$ cat src/include/poker_macros.svh
`ifndef POKER_MACROS_SVH
`define POKER_MACROS_SVH

// hand and card geometry
`define HAND_SIZE 5
`define RANK_W 4
`define SUIT_W 2
// suit bits sit above the rank bits
`define CARD_W 6
`define CAT_W 4

// rank limits, ace counts low except in the ten-to-ace straight
`define RANK_ACE 1
`define RANK_TEN 10
`define RANK_KING 13

// category codes, higher code beats lower
`define CAT_HIGH_CARD 0
`define CAT_ONE_PAIR 1
`define CAT_TWO_PAIRS 2
`define CAT_THREE 3
`define CAT_STRAIGHT 4
`define CAT_FLUSH 5
`define CAT_FULL_HOUSE 6
`define CAT_FOUR 7
`define CAT_STRAIGHT_FLUSH 8

`endif

$ cat src/verilog/pokerPkg.sv
`include "poker_macros.svh"

package pokerPkg;

	// one card, suit in the upper bits
	typedef logic [`CARD_W-1:0] cardT;

	// rank field of a card
	typedef logic [`RANK_W-1:0] rankT;

	// suit field of a card
	typedef logic [`SUIT_W-1:0] suitT;

	// category code as seen at the output
	typedef logic [`CAT_W-1:0] handTypeT;

	// a full hand, card 0 first
	typedef cardT handT [`HAND_SIZE];

endpackage

$ cat src/verilog/handIf.sv
`timescale 1ns/1ps

// registered hand between capture and classifier
interface handIf import pokerPkg::*; ();

	// held hand, stable while vld is high and rdy is low
	handT cards;

	// capture has a hand
	logic vld;

	// classifier can take the hand this cycle
	logic rdy;

	// capture side
	modport source (
		output cards,
		output vld,
		input  rdy
	);

	// classifier side, handshake only
	modport sink (
		input  vld,
		output rdy
	);

	// analyzers only look at the cards
	modport monitor (
		input cards
	);

endinterface

$ cat src/verilog/featureIf.sv
`timescale 1ns/1ps

// analyzer flags into the classifier
interface featureIf;

	// rank multiplicity flags
	logic four;
	logic fullHouse;
	logic three;
	logic twoPairs;
	logic onePair;

	// suit and sequence flags
	logic flush;
	logic straight;

	// driven by the rank matcher
	modport rank (
		output four,
		output fullHouse,
		output three,
		output twoPairs,
		output onePair
	);

	// driven by the flush/straight detector
	modport seq (
		output flush,
		output straight
	);

	// classifier reads everything
	modport sink (
		input four,
		input fullHouse,
		input three,
		input twoPairs,
		input onePair,
		input flush,
		input straight
	);

endinterface

$ cat src/verilog/handCapture.sv
`timescale 1ns/1ps

module handCapture import pokerPkg::*; (
	input  logic clk,
	input  logic rstN,
	input  logic inVld,
	output logic inRdy,
	input  cardT card0,
	input  cardT card1,
	input  cardT card2,
	input  cardT card3,
	input  cardT card4,
	handIf.source hand
);

	// register is free this cycle
	logic load;

	// empty, or the current hand leaves on this edge
	assign load = !hand.vld || hand.rdy;

	// upstream may push whenever the slot frees up
	assign inRdy = load;

	// valid bit, cleared by reset
	always_ff @(posedge clk or negedge rstN) begin
		if (!rstN) begin
			hand.vld <= 1'b0;
		end else if (load) begin
			hand.vld <= inVld;
		end
	end

	// card payload
	// only written on an accepted transfer so the held hand stays put under stall
	always_ff @(posedge clk) begin
		if (load && inVld) begin
			hand.cards[0] <= card0;
			hand.cards[1] <= card1;
			hand.cards[2] <= card2;
			hand.cards[3] <= card3;
			hand.cards[4] <= card4;
		end
	end

endmodule

$ cat src/verilog/rankMatcher.sv
`timescale 1ns/1ps

`include "poker_macros.svh"

module rankMatcher import pokerPkg::*; (
	handIf.monitor hand,
	featureIf.rank feat
);

	// rank of each held card
	rankT rank [`HAND_SIZE];

	// pairwise rank equality, symmetric, diagonal set
	logic same [`HAND_SIZE][`HAND_SIZE];

	// cards sharing the rank of card i, itself included (1 to 5)
	logic [2:0] cnt [`HAND_SIZE];

	// cards that sit in an exact pair
	logic [2:0] pairCards;

	always_comb begin
		// strip suits
		for (int i = 0; i < `HAND_SIZE; i++) begin
			rank[i] = hand.cards[i][`RANK_W-1:0];
		end

		// ten compares, mirrored into the lower half
		for (int i = 0; i < `HAND_SIZE; i++) begin
			same[i][i] = 1'b1;
			for (int j = i + 1; j < `HAND_SIZE; j++) begin
				same[i][j] = (rank[i] == rank[j]);
				same[j][i] = same[i][j];
			end
		end

		// row sums
		for (int i = 0; i < `HAND_SIZE; i++) begin
			cnt[i] = '0;
			for (int j = 0; j < `HAND_SIZE; j++) begin
				cnt[i] = cnt[i] + 3'(same[i][j]);
			end
		end

		feat.four = 1'b0;
		feat.three = 1'b0;
		pairCards = '0;
		for (int i = 0; i < `HAND_SIZE; i++) begin
			// five equal ranks also land here
			if (cnt[i] >= 3'd4) begin
				feat.four = 1'b1;
			end
			if (cnt[i] == 3'd3) begin
				feat.three = 1'b1;
			end
			if (cnt[i] == 3'd2) begin
				pairCards = pairCards + 3'd1;
			end
		end

		// every pair rank shows up on two cards
		feat.onePair = (pairCards != 3'd0);
		feat.twoPairs = (pairCards == 3'd4);
		// counts differ, so the pair rank is never the triple rank
		feat.fullHouse = feat.three && feat.onePair;
	end

endmodule

$ cat src/verilog/sequenceFlushDetector.sv
`timescale 1ns/1ps

`include "poker_macros.svh"

module sequenceFlushDetector import pokerPkg::*; (
	handIf.monitor hand,
	featureIf.seq feat
);

	// split fields
	rankT rank [`HAND_SIZE];
	suitT suit [`HAND_SIZE];

	// smallest and largest rank
	rankT lo;
	rankT hi;

	// no repeated rank
	logic distinct;
	// every rank is a real card, ace to king
	logic inRange;
	// every rank is ace or ten and up
	logic allHigh;
	// run of five consecutive ranks
	logic lowRun;

	always_comb begin
		for (int i = 0; i < `HAND_SIZE; i++) begin
			rank[i] = hand.cards[i][`RANK_W-1:0];
			suit[i] = hand.cards[i][`CARD_W-1:`RANK_W];
		end

		lo = rank[0];
		hi = rank[0];
		inRange = 1'b1;
		allHigh = 1'b1;
		feat.flush = 1'b1;
		for (int i = 0; i < `HAND_SIZE; i++) begin
			if (rank[i] < lo) begin
				lo = rank[i];
			end
			if (rank[i] > hi) begin
				hi = rank[i];
			end
			// 0, 14 and 15 knock out any straight
			inRange &= (rank[i] >= rankT'(`RANK_ACE)) && (rank[i] <= rankT'(`RANK_KING));
			allHigh &= (rank[i] == rankT'(`RANK_ACE)) || (rank[i] >= rankT'(`RANK_TEN));
			feat.flush &= (suit[i] == suit[0]);
		end

		distinct = 1'b1;
		for (int i = 0; i < `HAND_SIZE; i++) begin
			for (int j = i + 1; j < `HAND_SIZE; j++) begin
				distinct &= (rank[i] != rank[j]);
			end
		end

		// ace counts low here, so a-2-3-4-5 is caught as a plain run
		lowRun = ((hi - lo) == rankT'(`HAND_SIZE - 1));

		// five distinct from {A,10,J,Q,K} is exactly the ace-high straight
		feat.straight = distinct && inRange && (lowRun || allHigh);
	end

endmodule

$ cat src/verilog/handClassifier.sv
`timescale 1ns/1ps

`include "poker_macros.svh"

module handClassifier import pokerPkg::*; (
	input  logic clk,
	input  logic rstN,
	handIf.sink hand,
	featureIf.sink feat,
	output logic outVld,
	input  logic outRdy,
	output handTypeT handType
);

	// output register free this cycle
	logic take;

	// category of the hand now in capture
	handTypeT nextType;

	// empty, or the current result drains this edge
	assign take = !outVld || outRdy;
	assign hand.rdy = take;

	// highest category wins
	always_comb begin
		if (feat.flush && feat.straight) begin
			nextType = handTypeT'(`CAT_STRAIGHT_FLUSH);
		end else if (feat.four) begin
			nextType = handTypeT'(`CAT_FOUR);
		end else if (feat.fullHouse) begin
			nextType = handTypeT'(`CAT_FULL_HOUSE);
		end else if (feat.flush) begin
			nextType = handTypeT'(`CAT_FLUSH);
		end else if (feat.straight) begin
			nextType = handTypeT'(`CAT_STRAIGHT);
		end else if (feat.three) begin
			// full house already taken above, so this is a bare triple
			nextType = handTypeT'(`CAT_THREE);
		end else if (feat.twoPairs) begin
			nextType = handTypeT'(`CAT_TWO_PAIRS);
		end else if (feat.onePair) begin
			nextType = handTypeT'(`CAT_ONE_PAIR);
		end else begin
			nextType = handTypeT'(`CAT_HIGH_CARD);
		end
	end

	// result valid
	always_ff @(posedge clk or negedge rstN) begin
		if (!rstN) begin
			outVld <= 1'b0;
		end else if (take) begin
			outVld <= hand.vld;
		end
	end

	// result code, held while the sink stalls
	always_ff @(posedge clk) begin
		if (take && hand.vld) begin
			handType <= nextType;
		end
	end

endmodule

$ cat src/verilog/pokerTop.sv
`timescale 1ns/1ps

module pokerTop import pokerPkg::*; (
	input  logic clk,
	input  logic rstN,
	input  logic inVld,
	output logic inRdy,
	input  cardT card0,
	input  cardT card1,
	input  cardT card2,
	input  cardT card3,
	input  cardT card4,
	output logic outVld,
	input  logic outRdy,
	output handTypeT handType
);

	// capture to analyzers and classifier
	handIf hIf ();

	// analyzer flags
	featureIf fIf ();

	// stage 1, registered hand
	handCapture uCapture (
		.clk   (clk),
		.rstN  (rstN),
		.inVld (inVld),
		.inRdy (inRdy),
		.card0 (card0),
		.card1 (card1),
		.card2 (card2),
		.card3 (card3),
		.card4 (card4),
		.hand  (hIf.source)
	);

	// combinational, same cycle as the held hand
	rankMatcher uRank (
		.hand (hIf.monitor),
		.feat (fIf.rank)
	);

	sequenceFlushDetector uSeq (
		.hand (hIf.monitor),
		.feat (fIf.seq)
	);

	// stage 2, priority pick and output register
	handClassifier uClassify (
		.clk      (clk),
		.rstN     (rstN),
		.hand     (hIf.sink),
		.feat     (fIf.sink),
		.outVld   (outVld),
		.outRdy   (outRdy),
		.handType (handType)
	);

endmodule

$ cat config.mk
export PLATFORM = sky130hd
export DESIGN_NAME = pokerTop
export DESIGN_NICKNAME = d
export VERILOG_FILES = /design/src/verilog/pokerPkg.sv /design/src/verilog/handIf.sv /design/src/verilog/featureIf.sv /design/src/verilog/handCapture.sv /design/src/verilog/rankMatcher.sv /design/src/verilog/sequenceFlushDetector.sv /design/src/verilog/handClassifier.sv /design/src/verilog/pokerTop.sv
export VERILOG_INCLUDE_DIRS = /design/src /design/src/include
export SDC_FILE = /design/constraint.sdc
export NUM_CORES = 1
export LEC_CHECK = 0
export BUFFER_PORTS_ARGS = -buffer_cell sky130_fd_sc_hd__buf_4
export CAP_MARGIN = 10
export CORE_MARGIN = 3
export CORE_UTILIZATION = 60
export CTS_CLUSTER_SIZE = 24
export DETAILED_ROUTE_END_ITERATION = 12
export PLACE_DENSITY = 0.81
export SLEW_MARGIN = 20
export SYNTH_ARGS = -nofsm -noshare
export SYNTH_HDL_FRONTEND = slang
export SYNTH_SLANG_ARGS = --single-unit
$ cat constraint.sdc
create_clock -name clk -period 10.5 [get_ports clk]
set_clock_uncertainty 0.05 [all_clocks]
set_input_delay 2.1 -clock clk [delete_from_list [all_inputs] [get_ports clk]]
set_output_delay 2.1 -clock clk [all_outputs]
set_load 0.02 [all_outputs]
==> Word-level counts from Yosys, hierarchy flattened <==
Cells that the tools add are included.
{ "totals": {"register_bits": 36, "out_inout_bits": 6, "input_bits": 34} }
{ "classes": {"n_eq_ne": 41, "n_reduce_logical": 22, "bitwise": 20, "mux": 30, "order_cmp": 28, "addsub": 24} }
{ "op_table": {"columns": ["operator", "count"], "rows": [
  ["two-way mux 4 bit", 14],
  ["== test 4 bit", 10],
  ["!= test 4 bit", 10],
  ["adder 3 x 1 -> 3 bit", 12],
  ["== test 3 x 2 -> 1 bit, second input constant", 10],
  ["bitwise AND 1 bit", 20],
  ["== test 4 x 1 -> 1 bit, second input constant", 5],
  ["greater-or-equal comparator 4 x 1 -> 1 bit, second input constant", 5],
  ["greater-or-equal comparator 4 bit, second input constant", 5],
  ["less-or-equal comparator 4 bit, second input constant", 5],
  ["adder 3 x 1 -> 3 bit, second input constant", 6],
  ["greater-than comparator 4 bit", 4],
  ["< comparator 4 bit", 4],
  ["greater-or-equal comparator 3 bit, second input constant", 5],
  ["two-way mux 1 bit", 12],
  ["two-way mux 3 bit", 4],
  ["logical AND 1 bit", 11],
  ["== test 2 bit", 4],
  ["logical OR 1 bit", 8],
  ["adder 1 x 1 -> 2 bit", 3],
  ["== test 4 x 3 -> 1 bit, second input constant", 1],
  ["subtractor 4 bit", 1],
  ["== test 3 bit, second input constant", 1],
  ["nonzero test 3 bit", 1],
  ["other kinds (3)", 4]
]} }

==> Longest topological paths before layout <==
{ "logic_depth": {"depth_word": 23, "mapped_depth": 39, "depth_no_buf": 37} }

==> Cells and area by module <==
A second synthesis with hierarchy kept.
{ "hier_totals": {"hier_cells": 445, "hier_area_um2": 4185.3} }
{ "modules_own_cells": {"columns": ["mod", "n_inst", "seq_area_each_um2", "cells_each", "area_each_um2"], "rows": [
  ["sequenceFlushDetector", 1, 0.0, 264, 1898.1],
  ["rankMatcher", 1, 0.0, 129, 1083.5],
  ["handCapture", 1, 925.9, 34, 954.7],
  ["handClassifier", 1, 145.1, 18, 249.0]
]} }

==> Worst setup path before layout <==
Ideal clock, no wire load.
{ "synth_path": {"path_type": "reg-to-reg", "from": "register uCapture.hand.cards[27]", "to": "register uClassify.handType[1] (data pin)", "period_less_slack_ns": 7.694, "setup_slack_ns": 2.806, "stages_incl_launch_ff": 37, "n_path_buf": 2, "required_time_ns": 10.186, "setup_ns": 0.264, "t_arrival_ns": 7.380, "cell_sequence": "edfxtp_1 -> buf_2 -> inv_1 -> ha_1 -> nand4_2 -> clkinv_2 -> a21oi_2 -> mux2_2 -> ha_1 -> a311oi_4 -> maj3_4 -> a21oi_2 -> mux2_1 -> inv_1 -> ha_1 -> nor2b_1 -> o21a_1 -> o21a_1 -> o21ai_1 -> mux2i_1 -> ha_1 -> nor2b_1 -> o21ai_0 -> nand2b_1 -> a21oi_1 -> a41o_1 -> clkbuf_1 -> mux2i_4 -> ha_1 -> nor2b_1 -> xnor2_1 -> and3_1 -> nand3_1 -> or3_1 -> o32a_4 -> a21oi_2 -> a211oi_1"} }
{ "synth_via": {"elab_chain_len": 22} }
{ "synth_lines": {"columns": ["item", "line_no", "source"], "rows": [
  ["start: declaration", "handIf.sv:17", "output cards,"],
  ["== test 4 bit", "rankMatcher.sv:32", "same[i][j] = (rank[i] == rank[j]);"],
  ["adder 1 x 1 -> 2 bit", "rankMatcher.sv:41", "cnt[i] = cnt[i] + 3'(same[i][j]);"],
  ["adder 3 x 1 -> 3 bit (3 in series)", "rankMatcher.sv:41", null],
  ["== test 3 x 2 -> 1 bit", "rankMatcher.sv:56", "if (cnt[i] == 3'd2) begin"],
  ["two-way mux 1 bit", "rankMatcher.sv:56", null],
  ["adder 1 x 1 -> 2 bit", "rankMatcher.sv:57", "pairCards = pairCards + 3'd1;"],
  ["two-way mux 3 bit", "rankMatcher.sv:56", null],
  ["adder 3 x 1 -> 3 bit", "rankMatcher.sv:57", null],
  ["[4 not listed]", null, null],
  ["two-way mux 3 bit", "rankMatcher.sv:56", null],
  ["== test 3 bit", "rankMatcher.sv:63", "feat.twoPairs = (pairCards == 3'd4);"],
  ["two-way mux 4 bit", "handClassifier.sv:40", "end else if (feat.twoPairs) begin"],
  ["two-way mux 4 bit", "handClassifier.sv:37", "end else if (feat.three) begin"],
  ["two-way mux 4 bit", "handClassifier.sv:35", "end else if (feat.straight) begin"],
  ["two-way mux 4 bit", "handClassifier.sv:33", "end else if (feat.flush) begin"],
  ["two-way mux 4 bit", "handClassifier.sv:31", "end else if (feat.fullHouse) begin"],
  ["two-way mux 4 bit", "handClassifier.sv:29", "end else if (feat.four) begin"],
  ["end signal: assignment", "handClassifier.sv:61", "handType <= nextType;"],
  ["end: declaration", "handClassifier.sv:12", "output handTypeT handType"]
]} }
Several ways; a longest one is shown, not always the timed one.
A chain may end at the register's enable or synchronous reset.

==> Final worst setup path <==
{ "layout_path": {"from": "register uCapture.hand.cards[25]", "to": "register uClassify.handType[1] (data pin)"} }
Same word-level chain as after synthesis.

==> reports/qor.csv <==
metric,value,unit
sequential_share_of_the_synthesized_area,0.277,
mean_post_synth_cell_area,9.67,um2
design.portCount,40,
rsz0062_at_grt,no,
postCtsResizedCells,0,
ys_seq_elements,36,
cp_data_arrival_time,8.49,ns
global_route_wire_length_before_repair,14500,um
synth_top_cells_by_area,"edfxtp_1 (26%), ha_1 (14%), xor2_1 (5.7%)",
drt-wirelength-per-cell,16.8,um
antenna_found_initial,0,
rows,28,
worstPathRequired,10.49,ns
synth-warning-count,0,
min_path_type,reg2reg,
summed_instance_area_of_the_synthesized_netlist,0.00387,mm2
synth_fp_nets,485,
die-height,86.3,um
timing_max_transition_violations_final,0,
dominant_cell_type_by_area_after_synthesis,edfxtp_1,
syn-instance-count,400,
status,"complete, no violations",
worst_path_fanout_max,10,
cts_htree_levels,2,
antenna_cells_inserted,0,
fin_nets,511,
grt_use_total,0.243,
synth_enable_flop_cells,34,
criticalPathCategory,reg2reg,
cts.repair_timing.setup_buffer_count,0,
final-hold-violation-count,0,
ctsRootBufferMaster,clkbuf_8,
critical-path-slowest-cell,edfxtp_1,
num-fill-cells,494,
number_of_failing_setup_endpoints_in_the_final_timing_report,0,
drt_drc_violations_left,0,
grt_start_max_net_pins,31,
clock_tree.buffer_depth,2,
netlist.area_leader.share,0.264,
routed-via-count,3024,
dr.pass1.iters,5,
total_leakage_power,1.82,nW
startpoint_type,flop,
drive_gt1_frac,0.178,
clock.fmax,118,MHz
holdWs,0.434,ns
share_of_the_core_filled_with_cells,0.694,
grt_pass1_vias,3281,
critPathMostFrequentCell,ha_1,
cts_buffers,5,
numPortBuffers,39,
insertion_delay,0.29,ns
drv_cap,0,
detailed_place_hpwl,6550,um
gp_routability_congestion,0.953,
finalWirelength,8450,um
effective_utilization_at_floorplan,0.634,
hold_fix_buffer_count_after_cts,0,
drt_iter0_markers,258,
ys_async_sr_fraction,0.0556,
tritoncts_clock_tree,done,
pwr_density_cell,136,mW/mm2
routed_via_density,6.02,
timing_worst_slew_pin_value,0.710,ns
endpoint_kind,flop,
synthDistinctLibCells,63,
cts_sinks,36,
slew_headroom,0.522,
ir_worst_vdd,0.104,mV
final.period_utilization,0.810,
grt_remaining_overflow,0,
flow.area_growth_from_synthesis,9.39,%
synth_ff_type,edfxtp_1,
fin_tns_setup,0,ns
die-area,0.00744,mm2
final.min_clock_period,8.50,ns
max_stage_delay,0.57,ns
core,0.00610,mm2
final_antenna_net_count,0,
dieWidth,86.3,um
clk_pin_slew_worst_paths,0.08,ns
## cells by family after synthesis
group                      Yosys count  share of synthesized area
buffers and inverters               70                     0.0786
and+or+nand+nor                    111                      0.170
DFF                                 36                      0.277
AOI/OAI and AO/OA                   66                      0.129
xor gates and xnor gates            42                     0.0951
muxes                               23                     0.0680
adders and majority gates           52                      0.182
## registers in the layout, indices dropped and copies added (netlist names)
name / count
uClassify.handType: 4
uClassify.outVld: 1
uCapture.hand.cards: 30
uCapture.hand.vld: 1
## report_power, final
part           switching (mW)  leakage (nW)  internal (mW)  total (mW)
clock                  0.0538        0.0479         0.0463       0.100
combinational           0.147          1.42          0.133       0.280
sequential             0.0208         0.348          0.174       0.195
total                   0.222          1.82          0.353       0.575
## area by class of cell
| type | instances | area, um2 | share of cell area |
|---|---|---|---|
| clock buffers | 5 | 68.8 | 0.0163 |
| clock inverters | 3 | 18.8 | 0.00444 |
| inverters | 49 | 185 | 0.0438 |
| multi-input cells | 294 | 2490 | 0.589 |
| flip-flops and latches | 36 | 1070 | 0.253 |
| well taps | 75 | 93.8 | 0.0222 |
| repair buffers | 40 | 300 | 0.0710 |
## Yosys cell counts (12+ instances only)
cell type / instances
nand2_1: 14
a21oi_1: 13
buf_2: 17
nor4_1: 13
o21ai_0: 12
xnor2_1: 17
mux2i_1: 14
xor2_1: 25
ha_1: 44
inv_1: 47
nor2_1: 17
edfxtp_1: 34
## cell usage in the layout, fill, tap and decap left out, types with 7 or more instances in the layout
| cell type | Yosys | layout |
|---|---|---|
| edfxtp_1 | 34 | 34 |
| fa_1 | 7 | 7 |
| mux2i_1 | 14 | 14 |
| xnor2_1 | 17 | 17 |
| nor2_1 | 17 | 17 |
| inv_1 | 47 | 47 |
| o21ai_0 | 12 | 12 |
| a21oi_1 | 13 | 13 |
| xor2_1 | 25 | 25 |
| buf_4 | 1 | 40 |
| nand3_1 | 9 | 9 |
| or4_1 | 7 | 7 |
| ha_1 | 44 | 44 |
| nand2_1 | 14 | 14 |
| nor4_1 | 13 | 13 |
## per-stage QoR
stage                     setup WS (ns)  power, mW  area, um2  cells
after detailed placement           2.14      0.475       4140    494
after floorplan                    2.81      0.412       3870    400
after global placement             2.54      0.462       4140    494
after global routing               1.33      0.619       4230    502
after CTS                          2.06      0.576       4230    502
final                              2.00      0.575       4230    502
## worst max-delay path, delay by kind of cell (launching register included)
kind                       cells  cell delay, ns
DFF                            1            0.57
muxes                          4            1.31
adders and majority gates      6            1.46
AOI/OAI and AO/OA             13            2.81
buffers and inverters          4            0.47
xor gates and xnor gates       1            0.13
and+or+nand+nor                8            1.44
## layer usage
layer,GRT usage,up-vias,routed length [um]
li1,-,1474,-
met1,0.294,1432,3470
met2,0.432,99,4270
met3,0.0532,19,510
met4,0.0737,0,193
met5,0,-,0
## worst paths after layout
| path | startpoint | endpoint | slack, ns | cells after the start |
|---|---|---|---|---|
| setup reg to reg | uCapture.hand.cards[25]$_DFFE_PP_ | uClassify.handType[1]$_SDFFCE_PP0P_ | 2.00 | 36 |
| hold / removal | uCapture.hand.vld$_DFFE_PN0N_ | uClassify.outVld$_DFFE_PN0P_ | 0.43 | 1 |
| min in group asynchronous | rstN | uClassify.outVld$_DFFE_PN0P_ | 1.53 | 1 |
| setup / recovery | uCapture.hand.cards[25]$_DFFE_PP_ | uClassify.handType[1]$_SDFFCE_PP0P_ | 2.00 | 36 |
| max in group asynchronous | rstN | uCapture.hand.vld$_DFFE_PN0N_ | 8.78 | 1 |
| hold reg to reg | uCapture.hand.vld$_DFFE_PN0N_ | uClassify.outVld$_DFFE_PN0P_ | 0.43 | 1 |
(Power assumes the default switching activity.)
